**src/rtl/report_pkg.sv**
```systemverilog
// Shared widths, types and characters of the centroid report unit
// All sums are unsigned; digit counts round up to whole nibbles
// Field codes are fixed at 3 bits
package report_pkg;

    // --------------------
    // Widths
    localparam int S_WIDTH    = 20;
    localparam int XY_WIDTH   = 28;
    localparam int CHAR_WIDTH = 8;

    // --------------------
    // Payload types
    typedef logic [S_WIDTH-1:0]    s_sum_t;
    typedef logic [XY_WIDTH-1:0]   xy_sum_t;
    typedef logic [CHAR_WIDTH-1:0] char_t;

    // Hex digits per field
    localparam int S_DIGITS  = (S_WIDTH + 3) / 4;
    localparam int XY_DIGITS = (XY_WIDTH + 3) / 4;

    // --------------------
    // Sequencer fields, in line order
    typedef enum logic [2:0] {
        FIELD_IDLE = 3'd0,
        FIELD_S    = 3'd1,
        FIELD_X    = 3'd2,
        FIELD_Y    = 3'd3,
        FIELD_LF   = 3'd4
    } field_e;

    // --------------------
    // Characters
    localparam char_t CHAR_LF   = 8'h0A;
    localparam char_t CHAR_IDLE = 8'hFF;

endpackage

```
**src/rtl/snapshot_if.sv**
```systemverilog
// Captured sums plus the start / idle pair between capture and sequencer
// Values are stable from the start pulse until idle returns high
interface snapshot_if;
    import report_pkg::*;

    logic    start;
    s_sum_t  s_val;
    xy_sum_t x_val;
    xy_sum_t y_val;
    logic    idle;

    modport snap (
        output start,
        output s_val,
        output x_val,
        output y_val,
        input  idle
    );

    modport seq (
        input  start,
        input  s_val,
        input  x_val,
        input  y_val,
        output idle
    );

endinterface

```
**src/rtl/centroid_report.sv**
```systemverilog
// Eye tracker report unit: one hex text line per trigger to a UART
// Line is S (5 digits), SX/SY or QSX/QSY (7 digits each), then 0x0A
// OUT_SEL picks the quotient pair when high
// Sums and OUT_SEL are sampled two clocks after TRIG rises
// BUSY falls when the line is complete; triggers during a line are dropped
module centroid_report #(
    parameter int MAX_CHARS = report_pkg::XY_DIGITS
) (
    input  logic                CLK,
    input  logic                RST_N,
    input  logic                TRIG,
    input  logic                OUT_SEL,
    input  logic                TX_BUSY,
    input  report_pkg::s_sum_t  S_SUM,
    input  report_pkg::xy_sum_t SX_SUM,
    input  report_pkg::xy_sum_t SY_SUM,
    input  report_pkg::xy_sum_t QSX_SUM,
    input  report_pkg::xy_sum_t QSY_SUM,
    output logic                DE,
    output report_pkg::char_t   DATA,
    output logic                BUSY
);
    import report_pkg::*;

    // Byte link
    logic  byte_load;
    char_t tx_byte;
    logic  byte_done;

    snapshot_if snap_bus ();

    report_snapshot u_snapshot (
        .CLK     (CLK),
        .RST_N   (RST_N),
        .trig    (TRIG),
        .out_sel (OUT_SEL),
        .s_sum   (S_SUM),
        .sx_sum  (SX_SUM),
        .sy_sum  (SY_SUM),
        .qsx_sum (QSX_SUM),
        .qsy_sum (QSY_SUM),
        .snap    (snap_bus.snap)
    );

    report_sequencer #(.MAX_CHARS(MAX_CHARS)) u_sequencer (
        .CLK     (CLK),
        .RST_N   (RST_N),
        .snap    (snap_bus.seq),
        .load    (byte_load),
        .tx_byte (tx_byte),
        .done    (byte_done),
        .busy    (BUSY)
    );

    tx_pacer u_pacer (
        .CLK     (CLK),
        .RST_N   (RST_N),
        .load    (byte_load),
        .tx_byte (tx_byte),
        .done    (byte_done),
        .de      (DE),
        .data    (DATA),
        .tx_busy (TX_BUSY)
    );

endmodule

```
**src/rtl/hex_encoder.sv**
```systemverilog
// Unsigned value to upper-case ASCII hex, most significant digit first
// text[DIGITS-1] holds the leading digit; a narrow value is zero padded
// A value wider than 4*DIGITS bits loses its upper bits
module hex_encoder #(
    parameter type value_t = report_pkg::s_sum_t,
    parameter int  DIGITS  = ($bits(value_t) + 3) / 4
) (
    input  value_t                         value,
    output report_pkg::char_t [DIGITS-1:0] text
);
    import report_pkg::*;

    localparam int PAD_WIDTH = 4 * DIGITS;

    logic [PAD_WIDTH-1:0] padded;

    // '0'..'9' then 'A'..'F'
    function automatic char_t to_ascii(input logic [3:0] nibble);
        if (nibble < 4'd10) begin
            return 8'h30 + {4'h0, nibble};
        end
        return 8'h37 + {4'h0, nibble};
    endfunction

    assign padded = PAD_WIDTH'(value);

    always_comb begin
        for (int i = 0; i < DIGITS; i++) begin
            text[i] = to_ascii(padded[4*i +: 4]);
        end
    end

endmodule

```
**src/rtl/report_sequencer.sv**
```systemverilog
// Field FSM for one report line: S, X, Y, then a line feed
// One byte is handed to the pacer per done; the first needs no done
// MAX_CHARS must cover the longest field (XY_DIGITS)
// busy follows the field register and drops one clock after the last done
module report_sequencer #(
    parameter int MAX_CHARS = report_pkg::XY_DIGITS
) (
    input  logic              CLK,
    input  logic              RST_N,
    snapshot_if.seq           snap,
    output logic              load,
    output report_pkg::char_t tx_byte,
    input  logic              done,
    output logic              busy
);
    import report_pkg::*;

    localparam int CNT_WIDTH = $clog2(MAX_CHARS + 1);

    typedef logic [CNT_WIDTH-1:0]  count_t;
    typedef char_t [MAX_CHARS-1:0] text_t;

    field_e                  field_q;
    field_e                  next_field;
    count_t                  count_q;
    count_t                  next_count;
    text_t                   shift_q;
    text_t                   next_text;
    char_t [S_DIGITS-1:0]    s_text;
    char_t [XY_DIGITS-1:0]   x_text;
    char_t [XY_DIGITS-1:0]   y_text;
    logic                    step;
    logic                    from_shift;

    hex_encoder #(.value_t(s_sum_t), .DIGITS(S_DIGITS)) u_enc_s (
        .value (snap.s_val),
        .text  (s_text)
    );

    hex_encoder #(.value_t(xy_sum_t), .DIGITS(XY_DIGITS)) u_enc_x (
        .value (snap.x_val),
        .text  (x_text)
    );

    hex_encoder #(.value_t(xy_sum_t), .DIGITS(XY_DIGITS)) u_enc_y (
        .value (snap.y_val),
        .text  (y_text)
    );

    // --------------------
    // Next field and its text, leading character at the top
    always_comb begin
        next_field = FIELD_IDLE;
        next_text  = {MAX_CHARS{CHAR_IDLE}};
        next_count = '0;
        case (field_q)
            FIELD_IDLE: begin
                next_field = FIELD_S;
                next_text[MAX_CHARS-1 -: S_DIGITS] = s_text;
                next_count = count_t'(S_DIGITS - 1);
            end
            FIELD_S: begin
                next_field = FIELD_X;
                next_text[MAX_CHARS-1 -: XY_DIGITS] = x_text;
                next_count = count_t'(XY_DIGITS - 1);
            end
            FIELD_X: begin
                next_field = FIELD_Y;
                next_text[MAX_CHARS-1 -: XY_DIGITS] = y_text;
                next_count = count_t'(XY_DIGITS - 1);
            end
            FIELD_Y: begin
                next_field = FIELD_LF;
                next_text[MAX_CHARS-1] = CHAR_LF;
            end
            default: begin
                next_field = FIELD_IDLE;
            end
        endcase
    end

    // Start opens a line, done moves it on
    assign step       = (field_q == FIELD_IDLE) ? snap.start : done;
    assign from_shift = (count_q != '0);

    assign snap.idle = (field_q == FIELD_IDLE);
    assign busy      = (field_q != FIELD_IDLE);

    // --------------------
    // Control
    always_ff @(posedge CLK or negedge RST_N) begin
        if (!RST_N) begin
            field_q <= FIELD_IDLE;
            count_q <= '0;
            load    <= 1'b0;
        end else begin
            load <= 1'b0;
            if (step) begin
                if (from_shift) begin
                    count_q <= count_q - 1'b1;
                    load    <= 1'b1;
                end else begin
                    field_q <= next_field;
                    count_q <= next_count;
                    load    <= (next_field != FIELD_IDLE);
                end
            end
        end
    end

    // Characters
    always_ff @(posedge CLK) begin
        if (step) begin
            if (from_shift) begin
                tx_byte <= shift_q[MAX_CHARS-1];
                shift_q <= {shift_q[MAX_CHARS-2:0], CHAR_IDLE};
            end else begin
                tx_byte <= next_text[MAX_CHARS-1];
                shift_q <= {next_text[MAX_CHARS-2:0], CHAR_IDLE};
            end
        end
    end

    a_count_range : assert property (
        @(posedge CLK) disable iff (!RST_N)
        count_q <= MAX_CHARS
    ) else $error("character count above MAX_CHARS");

endmodule

```
**src/rtl/report_snapshot.sv**
```systemverilog
// Trigger delay, rising edge detect and capture of the report sums
// Sums and out_sel are sampled on the same edge that raises start,
// two clocks after TRIG rises; they must be stable until then
// A rising edge seen while a line is in progress is dropped
module report_snapshot (
    input  logic                CLK,
    input  logic                RST_N,
    input  logic                trig,
    input  logic                out_sel,
    input  report_pkg::s_sum_t  s_sum,
    input  report_pkg::xy_sum_t sx_sum,
    input  report_pkg::xy_sum_t sy_sum,
    input  report_pkg::xy_sum_t qsx_sum,
    input  report_pkg::xy_sum_t qsy_sum,
    snapshot_if.snap            snap
);

    logic trig_d;
    logic trig_dd;
    logic trig_rise;
    logic capture;

    assign trig_rise = trig_d && !trig_dd;
    assign capture   = trig_rise && snap.idle;

    // --------------------
    // Delay and edge detect
    always_ff @(posedge CLK or negedge RST_N) begin
        if (!RST_N) begin
            trig_d     <= 1'b0;
            trig_dd    <= 1'b0;
            snap.start <= 1'b0;
        end else begin
            trig_d     <= trig;
            trig_dd    <= trig_d;
            snap.start <= capture;
        end
    end

    // --------------------
    // Held values for the whole line
    always_ff @(posedge CLK) begin
        if (capture) begin
            snap.s_val <= s_sum;
            // Quotient pair when out_sel is high
            snap.x_val <= out_sel ? qsx_sum : sx_sum;
            snap.y_val <= out_sel ? qsy_sum : sy_sum;
        end
    end

    // Sequencer must still be idle while it sees start
    a_start_when_idle : assert property (
        @(posedge CLK) disable iff (!RST_N)
        snap.start |-> snap.idle
    ) else $error("start raised while a line is in progress");

endmodule

```
**src/rtl/tx_pacer.sv**
```systemverilog
// Byte handshake with an external UART transmitter
// DE is held from the clock after load until TX_BUSY is seen rising,
// then done pulses once TX_BUSY is seen low again
// Only one byte may be in flight; a UART that never raises busy stalls here
module tx_pacer (
    input  logic              CLK,
    input  logic              RST_N,
    input  logic              load,
    input  report_pkg::char_t tx_byte,
    output logic              done,
    output logic              de,
    output report_pkg::char_t data,
    input  logic              tx_busy
);
    import report_pkg::*;

    logic busy_q;
    logic busy_rise;
    logic wait_fall;
    logic pending;

    assign busy_rise = tx_busy && !busy_q;
    assign pending   = de || wait_fall;

    // --------------------
    // Present, wait for busy, wait for release
    always_ff @(posedge CLK or negedge RST_N) begin
        if (!RST_N) begin
            busy_q    <= 1'b0;
            de        <= 1'b0;
            wait_fall <= 1'b0;
            done      <= 1'b0;
            data      <= CHAR_IDLE;
        end else begin
            busy_q <= tx_busy;
            done   <= 1'b0;
            if (load) begin
                de   <= 1'b1;
                data <= tx_byte;
            end else if (de && busy_rise) begin
                // UART has taken the byte
                de        <= 1'b0;
                wait_fall <= 1'b1;
            end else if (wait_fall && !tx_busy) begin
                wait_fall <= 1'b0;
                done      <= 1'b1;
            end
        end
    end

    // Sequencer waits for done before the next byte
    a_no_overlap : assert property (
        @(posedge CLK) disable iff (!RST_N)
        load |-> !pending
    ) else $error("byte loaded while previous byte still pending");

endmodule

```
**config.mk**
```make
export PLATFORM = sky130hd
export DESIGN_NAME = centroid_report
export DESIGN_NICKNAME = d
export VERILOG_FILES = /design/src/rtl/report_pkg.sv /design/src/rtl/snapshot_if.sv /design/src/rtl/centroid_report.sv /design/src/rtl/hex_encoder.sv /design/src/rtl/report_sequencer.sv /design/src/rtl/report_snapshot.sv /design/src/rtl/tx_pacer.sv
export SDC_FILE = /design/constraint.sdc
export NUM_CORES = 1
export LEC_CHECK = 0
export BUFFER_PORTS_ARGS = -buffer_cell sky130_fd_sc_hd__buf_2
export CAP_MARGIN = 10
export CORE_AREA = 2 2 136 271
export CTS_BUF_LIST = sky130_fd_sc_hd__clkbuf_2 sky130_fd_sc_hd__clkbuf_4 sky130_fd_sc_hd__clkbuf_8
export CTS_CLUSTER_DIAMETER = 40
export CTS_CLUSTER_SIZE = 25
export DETAILED_ROUTE_END_ITERATION = 8
export DIE_AREA = 0 0 138 273
export PLACE_DENSITY = 0.48
export SETUP_SLACK_MARGIN = 0.15
export SYNTH_ARGS = -nofsm -noshare
export SYNTH_HDL_FRONTEND = slang
export SYNTH_SLANG_ARGS = --single-unit
```
**constraint.sdc**
```tcl
create_clock -name CLK -period 15.5 [get_ports CLK]
set_clock_uncertainty 0.15 [all_clocks]
set_input_delay 1.55 -clock CLK [delete_from_list [all_inputs] [get_ports CLK]]
set_output_delay 1.55 -clock CLK [all_outputs]
set_load 0.01 [all_outputs]
```
### Yosys cells after proc, flatten, opt, wreduce, memory -nomap -nowiden

Cells that the tools add are included.

| operators by class | value |
|---|---|
| add/subtract/negate cells | 39 |
| $lt $le $gt $ge | 19 |
| equality and inequality tests | 3 |
| muxes and demuxes | 77 |
| bitwise logic cells | 2 |
| reduce and logical (&&, ||, !) cells | 17 |

Operators with widths:

| cell | number |
|---|---|
| $mux W8 | 39 |
| $add A6 B4 Y7 const A | 38 |
| $pmux W32 S3 | 1 |
| $lt A4 B4 Y1 const B | 19 |
| $mux W28 | 2 |
| $mux W56 | 1 |
| $pmux W16 S2 | 1 |
| $pmux W8 S4 | 1 |
| $mux W1 | 29 |
| $pmux W3 S4 | 1 |
| $reduce_bool A3 Y1 | 3 |
| $eq A3 B2 Y1 const B | 2 |
| $pmux W3 S2 | 1 |
| $logic_and A1 B1 Y1 | 5 |
| $reduce_and A2 Y1 | 2 |
| $reduce_bool A2 Y1 | 2 |
| $eq A3 B1 Y1 const B | 1 |
| $logic_not A1 Y1 | 3 |
| $logic_not A3 Y1 | 1 |
| $mux W3 | 1 |
| $sub A3 B1 Y3 const B | 1 |
| $not A1 Y1 | 2 |
| $reduce_or A2 Y1 | 1 |

| word-level totals | value |
|---|---|
| bits in registers | 162 |
| output and inout port bits | 10 |

### Longest topological paths before layout

| logic depth | value |
|---|---|
| depth in word-level cells | 5 |
| gate-level depth with buffers | 8 |
| gate-level depth less buffers | 7 |

### Cells and area by module

From an unflattened synthesis, not the netlist that was laid out.

| second synthesis, totals | value |
|---|---|
| cell total of the unflattened synthesis | 799 |
| area total of the unflattened synthesis | 9187.6 µm² |

By module, submodules not included:

| module | times used | cells an instance | area each (µm²) | sequential area each (µm²) |
|---|---|---|---|---|
| report_sequencer | 1 | 329 | 3557.2 | 1856.8 |
| report_snapshot | 1 | 142 | 3208.1 | 2357.3 |
| hex_encoder (u_sequencer.u_enc_x ...) | 2 | 111 | 715.7 | 0.0 |
| hex_encoder (u_sequencer.u_enc_s) | 1 | 80 | 511.7 | 0.0 |
| tx_pacer | 1 | 26 | 479.2 | 310.3 |

### Worst setup path before layout

No wires, ideal clock.

| timing | value |
|---|---|
| kind | reg2reg |
| from | register u_sequencer.field_q[0] |
| to | register u_snapshot.snap.start |
| library setup time | 0.694 ns |
| data arrival time | 6.823 ns |
| slack | 7.833 ns |
| stages on the path, launching flop included | 6 |
| buffers on the path | 2 |
| period minus slack after synthesis | 7.667 ns |
| cells stage by stage | dfrtp_1 buf_4 nor3_4 inv_1 buf_2 nor3b_1 |

| between the ends | value |
|---|---|
| cells in the longest elaborated chain, start to end | 2 |

RTL lines:

| what | line | source |
|---|---|---|
| start: declaration | report_sequencer.sv:23 | `field_e field_q;` |
| start signal: assignment | report_sequencer.sv:103 | `field_q <= next_field;` |
| $logic_not A3 Y1 | report_sequencer.sv:86 | `assign snap.idle = (field_q == FIELD_IDLE);` |
| $logic_and A1 B1 Y1 | report_snapshot.sv:24 | `assign capture = trig_rise && snap.idle;` |
| named net u_snapshot.capture | report_snapshot.sv:21 | `logic capture;` |
| end signal: assignment | report_snapshot.sv:36 | `snap.start <= capture;` |
| end: declaration | snapshot_if.sv:13 | `output start,` |

The timed path passes the listed nets, and every way through them passes these cells.
A chain may end at the register's enable or synchronous reset.

### Final worst setup path

| timing | value |
|---|---|
| from | register u_sequencer.field_q[2] |
| to | output BUSY |

| between the ends | value |
|---|---|
| cells in the longest elaborated chain, start to end | 1 |

RTL lines:

| what | line | source |
|---|---|---|
| $reduce_bool A3 Y1 | report_sequencer.sv:87 | `assign busy = (field_q != FIELD_IDLE);` |
| end: declaration | centroid_report.sv:21 | `output logic BUSY` |

No other way between the ends.

==> impl_metrics.csv <==
group,metric,value,unit
critical_path,r2r-start,"u_sequencer.field_q[1]$_DFFE_PN0P_",
cts,cts_buffers,17,
floorplanning,die_w,138,um
floorplanning,fp.dieArea,0.0377,mm^2
critical_path,worstSetupPathType,"flop to primary output",
logic_synthesis,synth-edff-count,132,
cts,clk_latency,490,ps
detailed_routing,firstDrtPassIters,6,
cts,cts_hold_buf,0,
cells_and_area,areaGrowthSynthToFinish,20.0,%
logic_synthesis,ys_top_cells_by_area,"edfxtp_1 49%, mux2_2 9.0%, dfrtp_1 4.3%",
power,clockPowerShare,22.5,%
cts,cts_num_sinks,154,
critical_path,critPathLaunch,"u_sequencer.field_q[2]$_DFFE_PN0P_",
grt,grt_max_degree,78,
logic_synthesis,syn-cell-area,0.00810,mm^2
sta,final.setup.tns,0,ps
hold_path,hp-class,"flop to flop",
cts,root_buffer,"clkbuf_8",
cells_and_area,layout-drive-gt1-share,31.5,%
cells_and_area,fin_nets,998,
critical_path,cp.required,13800,ps
logic_synthesis,seq_area_frac_synth,55.8,%
critical_path,max_stage_delay,620,ps
power,sw_frac_of_total,36.1,%
logic_synthesis,synth.distinct_cells,52,
detailed_routing,via_per_inst,4.60,
placed_design,hpwl,15.8,mm
logic_synthesis,yosysTopAreaCellShare,48.9,%
logic_synthesis,yosysWarnings,0,
hold_path,hp-start,"u_snapshot.trig_d$_DFF_PN0_",
cts,cts_max_level,4,
cells_and_area,fillers,3748,
power,leakage,3.64,nW
logic_synthesis,synth_cells,698,
cts,tritoncts,"done",
power,p_comb_share,33.1,%
logic_synthesis,ys_top_cells_by_count,"132 x edfxtp_1, 65 x mux2_2, 60 x a21oi_1",
grt,grt_pass1_vias,6197,
sta,rsz0062_at_grt,"false",
logic_synthesis,syn_area_per_cell,11.6,um^2
detailed_routing,first_iter_violations,384,
logic_synthesis,synthArstFlopShare,14.3,%
floorplanning,die_h,273,um
floorplanning,num_rows,98,
detailed_routing,drc,0,
critical_path,critPathLaunchType,"flop",
grt,track_usage,11.8,%
critical_path,worstPathCellList,"nor3_4, inv_1, buf_2",
cts,postCtsSetupBuffers,0,
power,finalPower,1.41,mW
sta,setup_viol,0,
detailed_routing,vias,5993,
logic_synthesis,ys.flop_type,"edfxtp_1",
critical_path,slowest_stage,"dfrtp_1",
logic_synthesis,synth-seq-cells,154,
power,p_int,0.901,mW
critical_path,worstPathMaxFanout,17,
placed_design,portBuffers,146,
cts,cts-resized-gates,0,
cells_and_area,final_core_util,27.3,%
logic_synthesis,synth_most_common_cell,"edfxtp_1",
detailed_routing,wl,22.1,mm
grt,grt_pass1_wl,34.0,mm
power,p_switching,0.510,mW
placed_design,globalplace.congestion,0.880,
sta,slew_viol_final,0,
sta,fin_crit_sh,23.4,%
sta,min_period,3630,ps
floorplanning,core_area,0.0356,mm^2
critical_path,critPathCaptureType,"primary output",
sta,hold_viol,0,
grt,grt_overflow_total,0,
logic_synthesis,synth.largest_area_cell,"edfxtp_1",
sta,worstMarginPinSlew,1110,ps
floorplanning,io_pins,147,
power,pwr-share-seq,44.3,%
sta,max_freq,0.276,GHz
grt,antenna_found_initial,1,
cts,path_clk_slew,90,ps
detailed_routing,avgRoutedWirePerCell,17.0,um
job,max_cap_viol_count,0,
detailed_routing,drtAntennaViolNets,0,
logic_synthesis,synth_nets,856,
floorplanning,initial_core_util,22.8,%
critical_path,worst_ep_arrival_time,1930,ps
power,powerDensity,145,mW/mm^2
sta,holdWs,239,ps
status,run_status,"finished, final reports clean",
sta,slew_headroom,26.0,%
cts,cts_buffer_depth,2,
power,peakVddDrop,64.5,uV
-- critical path: cells and delay by family (launching register included) --
kind | cells | cell delay (ps)
buf+inv | 2 | 770
flops | 1 | 620
simple gates | 1 | 50
-- power groups by stage --
stage | clock [mW] | combinational [mW] | sequential (mW)
2_1_floorplan | 0 | 0.328 | 0.620
3_3_place_gp | 0 | 0.468 | 0.634
3_5_place_dp | 0 | 0.472 | 0.636
4_1_cts | 0.332 | 0.474 | 0.627
5_1_grt | 0.345 | 0.520 | 0.637
6_report | 0.318 | 0.467 | 0.625
-- per-layer routing --
layer | track usage [%] | wire length (um)
met5 | 0 | 0
met4 | 6.12 | 804
met1 | 11.7 | 7870
met2 | 23.2 | 12600
met3 | 2.28 | 811
-- stage by stage --
stage / setup WS [ps] / cells / cell area [um^2]
2_1_floorplan: 7830 / 698 / 8100
3_3_place_gp: 12380 / 1271 / 9320
3_5_place_dp: 12360 / 1271 / 9320
4_1_cts: 11810 / 1303 / 9720
5_1_grt: 11710 / 1304 / 9720
6_report: 11870 / 1304 / 9720
-- cell families (layout without fill, tap and decap cells) --
group           after synthesis  in the layout  synth area share [%]
flops                       154            154                  55.8
xor+xnor                     21             21                  2.27
other cells                   0              1                     0
compound gates              201            201                  15.1
simple gates                152            152                  9.84
fa+ha+maj                    21             21                  3.24
mux                          68             68                  9.47
buf+inv                      81            236                  4.23
-- flip-flops by register name, summed over array words and instances, names as in the netlist --
register / flops
u_pacer.busy_q: 1
u_pacer.wait_fall: 1
u_pacer.done: 1
u_sequencer.load: 1
u_snapshot.trig_dd: 1
u_snapshot.snap.s_val: 20
u_pacer.data: 8
u_sequencer.tx_byte: 8
u_snapshot.trig_d: 1
u_pacer.de: 1
u_sequencer.shift_q: 48
u_sequencer.field_q: 3
u_sequencer.count_q: 3
u_snapshot.snap.y_val: 28
u_snapshot.snap.x_val: 28
u_snapshot.snap.start: 1
-- path summary, 6_finish.rpt --
check                      slack [ps]                                   to  cells past startpoint
setup reg to reg                12720  u_snapshot.snap.y_val[11]$_DFFE_PP_                      4
min in group asynchronous         890   u_sequencer.field_q[0]$_DFFE_PN0P_                      1
setup / recovery                11870                                 BUSY                      3
max in group asynchronous       13920          u_pacer.data[3]$_DFFE_PN1P_                      1
hold / removal                    240         u_snapshot.trig_dd$_DFF_PN0_                      0
hold reg to reg                   240         u_snapshot.trig_dd$_DFF_PN0_                      0
-- placed cells by master (no fill, tap or decap), types with 7 or more instances in the layout --
cell	netlist	final
a21oi_1	60	60
a22oi_1	14	14
a31oi_1	17	17
and4b_1	12	12
buf_2	16	146
buf_4	1	8
clkbuf_8	0	20
dfrtp_1	14	14
dfstp_2	8	8
edfxtp_1	132	132
ha_1	21	21
inv_1	49	48
mux2_2	65	65
nand2_1	37	37
nand3_1	16	16
nor2_1	44	44
nor2b_1	17	16
o21ai_0	52	52
o22a_1	14	14
o22ai_1	15	15
or3_1	7	7
xnor2_1	20	20
-- layout make-up --
type	count	area, um^2	area share [%]
diodes	1	2.50	0.0257
clock inverters	11	120	1.24
repair buffers	154	791	8.13
multi-input cells	463	3250	33.5
clock buffers	21	283	2.91
well taps	450	563	5.79
inverters	50	188	1.93
flip-flops and latches	154	4520	46.5
Power figures use the tool's default switching activity.
